===== config.mk =====
export PLATFORM = sky130hd
export DESIGN_NAME = spi_subsystem_top
export DESIGN_NICKNAME = d
export VERILOG_FILES = /design/src/csr_map_pkg.sv /design/src/spi_bus_pkg.sv /design/src/spi_subsystem_top.sv /design/src/byte_fifo.sv /design/src/register_bank.sv /design/src/spi_peripheral.sv
export VERILOG_INCLUDE_DIRS = /design/src /design/src/include
export SDC_FILE = /design/constraint.sdc
export NUM_CORES = 1
export LEC_CHECK = 0
export BUFFER_PORTS_ARGS = -buffer_cell sky130_fd_sc_hd__buf_2
export CAP_MARGIN = 30
export CORE_MARGIN = 2
export CORE_UTILIZATION = 50
export DETAILED_ROUTE_END_ITERATION = 12
export GPL_TIMING_DRIVEN = 0
export PLACE_DENSITY = 0.66
export SYNTH_ARGS = -nofsm -noshare
export SYNTH_HDL_FRONTEND = slang
export SYNTH_SLANG_ARGS = --single-unit

===== constraint.sdc =====
create_clock -name spi_clock_in -period 2.7 [get_ports spi_clock_in]
set_input_delay 0.135 -clock spi_clock_in [delete_from_list [all_inputs] [get_ports spi_clock_in]]
set_output_delay 0.135 -clock spi_clock_in [all_outputs]
set_load 0.03 [all_outputs]

===== src/include/spi_macros.svh =====
`ifndef SPI_MACROS_SVH
`define SPI_MACROS_SVH

// Value returned for every data byte read at the ID address
`define CHIP_ID          8'h81

// Register bank addresses
`define ADDR_CHIP_ID     8'hDB
`define ADDR_SCRATCH_WR  8'h10   // Write scratch, indexed by byte position
`define ADDR_SCRATCH_RD  8'h11   // Read scratch, indexed by byte position

// Byte FIFO addresses
`define ADDR_FIFO_PUSH   8'h20
`define ADDR_FIFO_POP    8'h21
`define ADDR_FIFO_LEVEL  8'h22

// Sizes
`define FIFO_DEPTH       16      // Power of two, pointers wrap on their own
`define SCRATCH_SIZE     4       // Position mod 4 selects the byte

`endif

===== src/csr_map_pkg.sv =====
// Types on the register side of the subsystem

`include "spi_macros.svh"

package csr_map_pkg;

    // Address selected by the first byte of a transaction
    typedef logic [7:0] reg_addr_t;

    // Index into the scratch bytes
    typedef logic [$clog2(`SCRATCH_SIZE)-1:0] scratch_index_t;

    // FIFO read and write pointers
    typedef logic [$clog2(`FIFO_DEPTH)-1:0] fifo_ptr_t;

    // Fill level, one bit wider so that full fits
    typedef logic [$clog2(`FIFO_DEPTH):0] fifo_level_t;

endpackage


===== src/spi_bus_pkg.sv =====
// Types on the link side of the SPI peripheral

package spi_bus_pkg;

    // One byte as shifted on the wire
    // Address byte and data bytes share the width
    typedef logic [7:0] spi_byte_t;

    // Bit counter inside a transaction
    // 15..8 address phase
    // 7..0 data bits, rolls over for back-to-back bytes
    typedef logic [3:0] bit_index_t;

    // Data byte position within one transaction
    // Starts at 0 for the first byte after the address
    typedef logic [31:0] byte_count_t;

endpackage


===== src/spi_subsystem_top.sv =====
`timescale 1ns/1ps

module spi_subsystem_top (
    input  logic spi_resetn,      // Asynchronous, active low
    input  logic spi_select,      // Active low
    input  logic spi_clock_in,
    input  logic spi_data_in,
    output logic spi_data_out
);
    import spi_bus_pkg::*;
    import csr_map_pkg::*;

    // Strobe bus from the peripheral
    reg_addr_t   address;
    spi_byte_t   wr_data;
    byte_count_t rd_byte_count;
    byte_count_t wr_byte_count;
    logic        data_wr_en;
    logic        data_rd_en;

    // Read data, one source per block
    spi_byte_t   rd_data;
    spi_byte_t   bank_rd_data;
    spi_byte_t   fifo_rd_data;

    // Each block answers zero off its own addresses
    assign rd_data = bank_rd_data | fifo_rd_data;

    spi_peripheral peripheral_i (
        .spi_resetn    (spi_resetn),
        .spi_select    (spi_select),
        .spi_clock_in  (spi_clock_in),
        .spi_data_in   (spi_data_in),
        .spi_data_out  (spi_data_out),
        .address       (address),
        .wr_data       (wr_data),
        .rd_byte_count (rd_byte_count),
        .wr_byte_count (wr_byte_count),
        .data_wr_en    (data_wr_en),
        .data_rd_en    (data_rd_en),
        .rd_data       (rd_data)
    );

    register_bank register_bank_i (
        .spi_clock_in  (spi_clock_in),
        .spi_resetn    (spi_resetn),
        .address       (address),
        .wr_data       (wr_data),
        .rd_byte_count (rd_byte_count),
        .wr_byte_count (wr_byte_count),
        .data_wr_en    (data_wr_en),
        .rd_data       (bank_rd_data)
    );

    byte_fifo byte_fifo_i (
        .spi_clock_in  (spi_clock_in),
        .spi_resetn    (spi_resetn),
        .address       (address),
        .wr_data       (wr_data),
        .data_wr_en    (data_wr_en),
        .data_rd_en    (data_rd_en),
        .rd_data       (fifo_rd_data)
    );

endmodule


===== src/byte_fifo.sv =====
`timescale 1ns/1ps

`include "spi_macros.svh"

module byte_fifo (
    input  logic                   spi_clock_in,
    input  logic                   spi_resetn,     // Global only
    input  csr_map_pkg::reg_addr_t address,
    input  spi_bus_pkg::spi_byte_t wr_data,
    input  logic                   data_wr_en,     // Push strobe at push address
    input  logic                   data_rd_en,     // Pop strobe at pop address
    output spi_bus_pkg::spi_byte_t rd_data
);
    import spi_bus_pkg::*;
    import csr_map_pkg::*;

    spi_byte_t   mem [`FIFO_DEPTH];   // Byte storage
    fifo_ptr_t   wr_ptr;
    fifo_ptr_t   rd_ptr;               // Points at the head
    fifo_level_t level;
    logic        full;
    logic        empty;
    logic        push_req;
    logic        pop_req;
    logic        push;
    logic        pop;

    assign full  = (level == fifo_level_t'(`FIFO_DEPTH));
    assign empty = (level == '0);

    // Requests from the SPI side
    assign push_req = data_wr_en && (address == `ADDR_FIFO_PUSH);
    assign pop_req  = data_rd_en && (address == `ADDR_FIFO_POP);

    assign push = push_req && !full;    // Dropped when full
    assign pop  = pop_req && !empty;    // Ignored when empty

    // Data store
    always_ff @(posedge spi_clock_in) begin
        if (push) begin
            mem[wr_ptr] <= wr_data;
        end
    end

    // Pointers and level
    // Pointers wrap since depth is a power of two
    always_ff @(posedge spi_clock_in or negedge spi_resetn) begin
        if (!spi_resetn) begin
            wr_ptr <= '0;
            rd_ptr <= '0;
            level  <= '0;
        end else begin
            if (push) begin
                wr_ptr <= wr_ptr + 1'b1;
            end
            if (pop) begin
                rd_ptr <= rd_ptr + 1'b1;   // Next head ready for next byte
            end
            case ({push, pop})
                2'b10:   level <= level + 1'b1;
                2'b01:   level <= level - 1'b1;
                default: level <= level;     // Idle or both
            endcase
        end
    end

    // Readback
    always_comb begin
        case (address)
            `ADDR_FIFO_POP:   rd_data = empty ? '0 : mem[rd_ptr];
            `ADDR_FIFO_LEVEL: rd_data = spi_byte_t'(level);
            default:          rd_data = '0;
        endcase
    end

    // Level bound
    a_level_bound : assert property (
        @(posedge spi_clock_in) disable iff (!spi_resetn)
        level <= fifo_level_t'(`FIFO_DEPTH)
    ) else $error("FIFO level above depth");

endmodule


===== src/register_bank.sv =====
`timescale 1ns/1ps

`include "spi_macros.svh"

module register_bank (
    input  logic                     spi_clock_in,
    input  logic                     spi_resetn,      // Global only so state survives deselect
    input  csr_map_pkg::reg_addr_t   address,
    input  spi_bus_pkg::spi_byte_t   wr_data,
    input  spi_bus_pkg::byte_count_t rd_byte_count,
    input  spi_bus_pkg::byte_count_t wr_byte_count,
    input  logic                     data_wr_en,
    output spi_bus_pkg::spi_byte_t   rd_data          // Zero off our addresses
);
    import spi_bus_pkg::*;
    import csr_map_pkg::*;

    spi_byte_t      scratch [`SCRATCH_SIZE];
    scratch_index_t wr_idx;
    scratch_index_t rd_idx;
    logic           scratch_wr;

    // Byte position mod 4 picks the slot
    assign wr_idx = scratch_index_t'(wr_byte_count);
    assign rd_idx = scratch_index_t'(rd_byte_count);

    assign scratch_wr = data_wr_en && (address == `ADDR_SCRATCH_WR);

    // Scratch storage
    always_ff @(posedge spi_clock_in or negedge spi_resetn) begin
        if (!spi_resetn) begin
            for (int i = 0; i < `SCRATCH_SIZE; i++) begin
                scratch[i] <= '0;
            end
        end else if (scratch_wr) begin
            scratch[wr_idx] <= wr_data;
        end
    end

    // Readback
    // Sampled by the peripheral at each byte boundary
    always_comb begin
        case (address)
            `ADDR_CHIP_ID:    rd_data = `CHIP_ID;         // Same for every byte
            `ADDR_SCRATCH_RD: rd_data = scratch[rd_idx];
            default:          rd_data = '0;               // Let other blocks through
        endcase
    end

endmodule


===== src/spi_peripheral.sv =====
`timescale 1ns/1ps

module spi_peripheral (
    input  logic                     spi_resetn,     // Global reset
    input  logic                     spi_select,     // Active low
    input  logic                     spi_clock_in,
    input  logic                     spi_data_in,    // From host
    output logic                     spi_data_out,   // To host
    output csr_map_pkg::reg_addr_t   address,        // Held after the address phase
    output spi_bus_pkg::spi_byte_t   wr_data,
    output spi_bus_pkg::byte_count_t rd_byte_count,  // Byte being shifted out
    output spi_bus_pkg::byte_count_t wr_byte_count,  // Byte being written
    output logic                     data_wr_en,
    output logic                     data_rd_en,
    input  spi_bus_pkg::spi_byte_t   rd_data         // ORed sub-peripheral data
);
    import spi_bus_pkg::*;

    logic       local_resetn;   // Also asserted while deselected
    bit_index_t bit_index;
    spi_byte_t  shift_reg;      // Shared between receive and transmit
    logic       addr_phase;
    logic       byte_start;     // First data bit of a byte
    logic       byte_last;      // Last data bit of a byte

    // Deselect acts as reset for all control state
    assign local_resetn = spi_resetn & ~spi_select;

    assign addr_phase = bit_index[3];                     // Indices 15..8
    assign byte_start = (bit_index == bit_index_t'(7));
    assign byte_last  = (bit_index == bit_index_t'(0));

    // Complete byte sits here for the cycle after its last bit
    assign wr_data = shift_reg;

    // Bit and byte bookkeeping on the sampling edge
    always_ff @(posedge spi_clock_in or negedge local_resetn) begin
        if (!local_resetn) begin
            bit_index     <= bit_index_t'(15);
            rd_byte_count <= '0;
            wr_byte_count <= '0;
            data_wr_en    <= 1'b0;
            data_rd_en    <= 1'b0;
        end else begin
            if (byte_last) begin
                bit_index     <= bit_index_t'(7);      // Next byte, no gap
                rd_byte_count <= rd_byte_count + 1'b1;
            end else begin
                bit_index <= bit_index - 1'b1;
            end

            data_wr_en <= byte_last;                          // Cycle after last bit
            data_rd_en <= (bit_index == bit_index_t'(1));     // During last bit

            // Trails rd_byte_count by one strobe
            if (data_wr_en) begin
                wr_byte_count <= rd_byte_count;
            end
        end
    end

    // Launch on the falling edge, mode 0
    always_ff @(negedge spi_clock_in or negedge local_resetn) begin
        if (!local_resetn) begin
            spi_data_out <= 1'b0;
        end else if (byte_start) begin
            spi_data_out <= rd_data[7];       // MSB straight from the block
        end else if (!addr_phase) begin
            spi_data_out <= shift_reg[7];
        end
    end

    // Sample on the rising edge
    // Address and data payload carry no reset
    always_ff @(posedge spi_clock_in) begin
        if (addr_phase) begin
            address <= {address[6:0], spi_data_in};          // MSB first
        end else if (byte_start) begin
            // Load the read byte minus the bit already launched
            shift_reg <= {rd_data[6:0], spi_data_in};
        end else begin
            shift_reg <= {shift_reg[6:0], spi_data_in};
        end
    end

    // Strobes mark different bit positions so cannot overlap
    a_strobes_exclusive : assert property (
        @(posedge spi_clock_in) disable iff (!local_resetn)
        !(data_wr_en && data_rd_en)
    ) else $error("write and read strobes high together");

    // No strobe may reach the blocks before the first data byte
    a_no_strobe_in_addr : assert property (
        @(posedge spi_clock_in) disable iff (!local_resetn)
        addr_phase |-> !(data_wr_en || data_rd_en)
    ) else $error("strobe during address phase");

endmodule


==> metrics, run 1 <==
diodes inserted=0; Cells after DPL=701; internal reg-to-reg setup slack=-0.55 ns; family with the most delay on the worst path=multiplexers; vias per inst=5.865; die area=0.01768 mm2; via count of the first global-routing pass=4,420; first-pass GRT wire length=25.76 mm; critical path launch point type=flop; final hold violations=0; static leakage power=3.459 nW; flop and latch count out of synthesis=200; Starting Density=0.5068; type of the tightest min-delay check=in -> async; post-placement setup slack=-0.9599 ns; proportion of layout cells with a drive suffix above 1=0.3384; startpoint-to-endpoint class of the critical path=reg -> reg; global routing usage summed across all routing layers=0.1985; DP Wirelength=10.69 mm; total I/O pin count=5; max incr delay on CP=0.51 ns; Port Buffers=4; outcome=complete, but fails checks; worst slack on hold paths=0.08792 ns; post-place instance area=0.008665 mm2; clk sinks=200; worst setup path startpoint=byte_fifo_i.rd_ptr[0]; number of buffers added by the clock tree synthesis step=17; final weighted congestion in routability-driven placement=0.7894; CTS tree=built; number of remaining DRC errors=0; H-Tree Depth=4; total buffers and inverters traversed by the critical path=1; setup TNS=-0.5555 ns; Mapped Cells=472; core footprint=0.01641 mm2; Max VDD drop=0.0004472 V; most frequently used flop master after synthesis=edfxtp_1; number of standard cells in the layout, taps in and fillers out=746; synthesized netlist net count=487; Async SR Flop Fraction=0.2800; worst max-slew margin expressed relative to the limit=0.4077; number of rows created at floorplan=47; maximum clock path buffer count=2; unique cell type count in the Yosys netlist=46; Mapped Avg Cell Area=17.62 um2; post-route cell area=0.009565 mm2; Reg-to-Reg Start=byte_fifo_i.rd_ptr[0]; iteration-0 DRC count of the detailed router=514; register area share after synthesis=0.6891; number of synthesized flops with an enable pin=144; overall power of the completed layout=6.147 mW; RSZ-0062 raised after global routing=true; pin slew with the least headroom to its limit=0.8852 ns; logic depth of the worst path, buffers included=6; total number of nets in the final design=528; skew final=0.03062 ns; detail-routed net length per standard cell=22.02 um; Clk pin slew, worst setup/hold paths=0.07 ns; Post-Route WL=16.42 mm; Clock Tree Root=clkbuf_16; number of max-cap violations=0; number of antenna violations at the first check in global routing=0; required time of the critical path=1.59 ns; list of cells traversed by the critical path=buf_6, mux4_2, nand3b_1, nand4_1, a221oi_2, o21ai_1; Final Worst Setup Slack=-0.5454 ns; vias=4,375; antenna-violating nets left=0; insertion delay of the later-clocked pin in the worst-skew pair=0.43 ns; utilization after layout=0.5830; Area Growth Syn to Fin=15.03%; violated checks=negative setup slack; count of pins over their slew limit=0; Setup crit end=peripheral_i.spi_data_out; number of detailed-route iterations in the first pass=5; maximum number of pins on one net before global-route repair=38; worst path arrival time=2.14 ns; critical path's slowest cell=mux4_2; number of synthesis warnings=0; area of the mapped netlist=0.008315 mm2; Finish-stage setup viols=2; worst-case reg-to-reg path depth=6; die boundary width=133.0 um; Max Fanout on Critical Path=7; power per cell area=642.6 mW/mm2; die height=133.0 um; endpoint of the most critical register-to-register path=peripheral_i.spi_data_out; sum of overflow across all layers after global routing=0; CP endpoint kind=flop
## layout by cell type, fill, tap and decap left out, types with 3 or more instances in the layout
master         netlist  routed
inv_1                9       7
and2_1               3       3
clkinvlp_4           0       3
nand3b_1             3       3
nand4_1              3       3
clkbuf_16            0      17
dfrtp_2              0       5
xor2_1               7       6
nor3_1               6       5
xnor2_1              8       8
nor2_1              31      26
a22o_1               5       5
dfstp_2              4       4
bufinv_16            0       5
a21oi_1              7       5
nand2_1             18      18
a211oi_1             5       5
nor2_2               1       6
dfrtp_1             51      46
edfxtp_1           144     144
mux2i_1             17      17
dlygate4sd3_1        0       3
clkbuf_1             6       4
nand2b_1             3       3
o21ai_0              5       3
buf_4                0      13
buf_6                2       5
ha_1                11       9
mux2_2              37      37
nand3_1              3       3
mux4_2              40      40
a21o_1               3       3
buf_2                8      15
## per-layer routing
| metal | track usage | up-vias | share of wire |
|---|---|---|---|
| li1 | - | 1910 | - |
| met1 | 0.2933 | 2312 | 0.46 |
| met2 | 0.2945 | 127 | 0.47 |
| met3 | 0.04751 | 26 | 0.052 |
| met4 | 0.06452 | 0 | 0.018 |
| met5 | 0 | - | 0 |
## sequential cells by signal, summed over array words and instances, names as in the netlist
register                    cells
byte_fifo_i.mem               128
register_bank_i.scratch        32
peripheral_i.address            8
peripheral_i.wr_data            8
byte_fifo_i.level               5
byte_fifo_i.rd_ptr              4
byte_fifo_i.wr_ptr              4
peripheral_i.bit_index          4
peripheral_i.rd_byte_count      2
peripheral_i.wr_byte_count      2
peripheral_i.data_rd_en         1
peripheral_i.data_wr_en         1
peripheral_i.spi_data_out       1
## kinds of logic (layout without fill, tap and decap cells)
| group | after synthesis | count (layout) | share of synthesized area |
|---|---|---|---|
| muxes | 95 | 95 | 0.1807 |
| xor gates and xnor gates | 15 | 15 | 0.01580 |
| and+or+nand+nor | 86 | 86 | 0.05191 |
| buffers and inverters | 32 | 86 | 0.01760 |
| AOI/OAI and AO/OA | 33 | 33 | 0.02829 |
| adders and majority gates | 11 | 11 | 0.01655 |
| DFF | 200 | 200 | 0.6891 |
## final cells by class
cell class	count	area [um2]
multi-input cells	240	2549
plain buffers	17	90.09
flip-flops and latches	200	5737
inverters	9	40.04
well taps	220	275.3
fillers	1177	6842
clock buffers	19	452.9
repair buffers	28	221.5
clock inverters	13	200.2
## power by group
part | leakage (nW) | switching, mW | internal (mW)
sequential | 2.05 | 0.0419 | 3.30
combinational | 1.10 | 0.0181 | 0.00835
clock | 0.314 | 1.09 | 1.69
## repair_timing
item                                    in CTS  in global routing
pin swaps                                   15                 15
endpoints found under the setup margin     132                119
cloned                                       0                  0
resized for setup                           22                 19
hold buffers                                 3                  0
buffers inserted                            10                  7
endpoints found under the hold margin       53                  0
## worst min path at each step
stage,from,endpoint,slack [ns],depth (start not counted)
after CTS,spi_resetn,register_bank_i.scratch[8],0.08,2
final,spi_resetn,register_bank_i.scratch[8],0.09,2
after floorplan,spi_resetn,byte_fifo_i.level[0],-0.16,0
after global routing,spi_resetn,register_bank_i.scratch[0],0.10,2
after global placement,spi_data_in,peripheral_i.address[0],0.33,1
after detailed placement,spi_resetn,register_bank_i.scratch[8],0.01,1
## cells in the mapped netlist, drive strengths merged (5+ instances only)
master	number	area, um2
nor3	7	40.04
xnor2	8	70.07
edfxtp	144	4324
dfrtp	51	1276
and2	5	33.79
nor2	32	122.6
nand2	18	67.56
mux2i	17	170.2
ha	11	137.6
inv	9	33.78
mux4	40	900.9
a22o	5	43.79
mux2	38	431.7
buf	16	85.08
a211oi	5	37.54
xor2	7	61.31
clkbuf	7	27.52
a21oi	7	35.03
o21ai	5	25.02
## worst register-to-register path: stages, from the launching register on
cell      delay [ns]
dfrtp_1         0.37
buf_6           0.16
mux4_2          0.51
nand3b_1        0.13
nand4_1         0.17
a221oi_2        0.29
o21ai_1         0.09
Power figures use the tool's default switching activity.
==> run 2, diff against run 1 <==
Settings changed: CORE_UTILIZATION 50 to 55, PLACE_DENSITY 0.66 to 0.71.
==> metrics, run 2 (same netlist as run 1, synthesis figures left out) <==
most frequent cells in the layout=edfxtp_1, dfrtp_1, mux4_2 (unchanged); iteration-0 DRC count of the detailed router=436 (was 514); number of max-cap violations=0 (unchanged); final hold violations=0 (unchanged); Max Fanout on Critical Path=7 (unchanged); total number of nets in the final design=529 (was 528); post-place instance area=0.008620 mm2 (was 0.008665 mm2); post-route cell area=0.009514 mm2 (was 0.009565 mm2); number of remaining DRC errors=0 (unchanged); insertion delay of the later-clocked pin in the worst-skew pair=0.43 ns (about the same); max reg flops=128 (unchanged); switching share of power=0.1914 (was 0.1874); Max VDD drop=0.0004018 V (was 0.0004472 V); number of detailed-route iterations in the first pass=5 (unchanged); Area Growth Syn to Fin=14.41% (was 15.03%); worst path arrival time=2.07 ns (was 2.14 ns); required time of the critical path=1.60 ns (was 1.59 ns); number of rows created at floorplan=44 (was 47); Final Worst Setup Slack=-0.4710 ns (was -0.5454 ns); core footprint=0.01464 mm2 (was 0.01641 mm2); largest registers=byte_fifo_i.mem (128), register_bank_i.scratch (32) (unchanged); global routing usage summed across all routing layers=0.2207 (was 0.1985); worst max-slew margin expressed relative to the limit=0.4259 (was 0.4077); detail-routed net length per standard cell=23.48 um (was 22.02 um); static leakage power=3.465 nW (was 3.459 nW); CTS tree=built (unchanged); Clk pin slew, worst setup/hold paths=0.07 ns (about the same); die area=0.01612 mm2 (was 0.01768 mm2); final weighted congestion in routability-driven placement=0.8348 (was 0.7894); Port Buffers=4 (unchanged); maximum number of pins on one net before global-route repair=26 (was 38); critical path launch point type=flop (unchanged); type of the tightest min-delay check=in -> async (unchanged); Post-Route WL=16.70 mm (was 16.42 mm); skew final=0.02701 ns (was 0.03062 ns); most common cell after layout, fill and taps aside=edfxtp_1 (unchanged); internal reg-to-reg setup slack=-0.47 ns (was -0.55 ns); CP endpoint kind=flop (unchanged); logic gate share of total power=0.006 (was 0.004); number of buffers added by the clock tree synthesis step=17 (unchanged); Starting Density=0.5678 (was 0.5068); endpoint of the most critical register-to-register path=peripheral_i.spi_data_out (unchanged); overall power of the completed layout=5.829 mW (was 6.147 mW); power per cell area=612.7 mW/mm2 (was 642.6 mW/mm2); die height=127.0 um (was 133.0 um); sum of overflow across all layers after global routing=0 (unchanged); share of power burned in the clock network=0.421 (was 0.452); diodes inserted=0 (unchanged); worst-case reg-to-reg path depth=6 (unchanged); vias per inst=6.096 (was 5.865); RSZ-0062 raised after global routing=true (unchanged); outcome=complete, but fails checks (unchanged); Clock Tree Root=clkbuf_16 (unchanged); H-Tree Depth=4 (unchanged); first-pass GRT wire length=25.85 mm (was 25.76 mm); fillers=986 (was 1,177); DP Wirelength=10.72 mm (was 10.69 mm); violated checks=negative setup slack (unchanged); proportion of layout cells with a drive suffix above 1=0.3605 (was 0.3384); Sw Pwr=1.116 mW (was 1.152 mW); maximum clock path buffer count=2 (unchanged); Finish-stage setup viols=4 (was 2); via count of the first global-routing pass=4,464 (was 4,420); count of pins over their slew limit=0 (unchanged); number of antenna violations at the first check in global routing=0 (unchanged); vias=4,334 (was 4,375); register with the most flip-flops=byte_fifo_i.mem (unchanged); internal power contribution=4.713 mW (was 4.995 mW); pin slew with the least headroom to its limit=0.8612 ns (was 0.8852 ns); total I/O pin count=5 (unchanged); antenna-violating nets left=0 (unchanged); clk sinks=200 (unchanged); Sequential Power Share=0.573 (was 0.544); die boundary width=127.0 um (was 133.0 um); Reg-to-Reg Start=byte_fifo_i.rd_ptr[0] (unchanged); startpoint-to-endpoint class of the critical path=reg -> reg (unchanged)
run 2: cell type report:
cell class / count / area, um2 / area share
Buffer: 16 / 83.83 / 0.008811
Clock buffer: 25 / 508.0 / 0.05339
Clock inverter: 7 / 63.81 / 0.006707
Inverter: 9 / 37.54 / 0.003945
Multi-Input combinational cell: 240 / 2595 / 0.2728
Sequential cell: 200 / 5736 / 0.6028
Tap cell: 184 / 230.2 / 0.02420
Timing Repair Buffer: 30 / 260.3 / 0.02735
run 2: worst max-delay path by stage:
stage,startpoint,end,slack [ns]
floorplan,byte_fifo_i.level[0],peripheral_i.spi_data_out,-0.41
global placement,byte_fifo_i.rd_ptr[2],peripheral_i.spi_data_out,-0.77
detailed placement,peripheral_i.bit_index[3],peripheral_i.spi_data_out,-0.79
CTS,byte_fifo_i.level[3],peripheral_i.spi_data_out,-0.48
global route,byte_fifo_i.rd_ptr[0],peripheral_i.spi_data_out,-0.60
finish,byte_fifo_i.rd_ptr[0],peripheral_i.spi_data_out,-0.47
run 2: critical path: stages (launching register included):
cell      delay, ns
dfrtp_1        0.37
buf_6          0.15
mux4_2         0.51
nand3b_1       0.11
nand4_1        0.16
a221oi_2       0.25
o21ai_1        0.08
run 2: stage by stage:
stage | TNS [ns] | setup WS [ns] | instances | hold WS (ns) | util
2_1_floorplan | -0.7681 | -0.4085 | 472 | -0.1606 | -
3_3_place_gp | -41.60 | -0.7650 | 660 | 0.3270 | 0.5859
3_5_place_dp | -39.45 | -0.7939 | 665 | 0.1349 | 0.5886
4_1_cts | -1.506 | -0.4804 | 711 | 0.1775 | 0.6420
5_1_grt | -1.092 | -0.6002 | 711 | 0.2047 | 0.6497
6_report | -0.6812 | -0.4710 | 711 | 0.1846 | 0.6497
run 2: what timing repair did:
item                                    in CTS  in global routing
pin swaps                                   17                 12
gates resized for setup                     25                 26
endpoints found under the setup margin     133                115
hold buffers                                 4                  0
buffers inserted                            16                  1
endpoints found under the hold margin       29                  0
run 2: metal layers:
metal  routed length (um)  track usage  vias up  part of all wire
li1                     -            -     1911                 -
met1                 7612       0.3362     2262              0.46
met3                  888      0.04302       23             0.053
met4                  355      0.07757        0             0.021
met2                 7840       0.3245      138              0.47
met5                    0            0        -                 0
run 2: power by group through the flow:
stage	logic [mW]	clock network (mW)	registers (mW)
4_1_cts	0.0287	2.47	3.34
3_3_place_gp	0.0199	0	3.40
3_5_place_dp	0.0242	0	3.40
5_1_grt	0.0373	2.58	3.34
6_report	0.0328	2.46	3.34
2_1_floorplan	0.00316	0	3.38
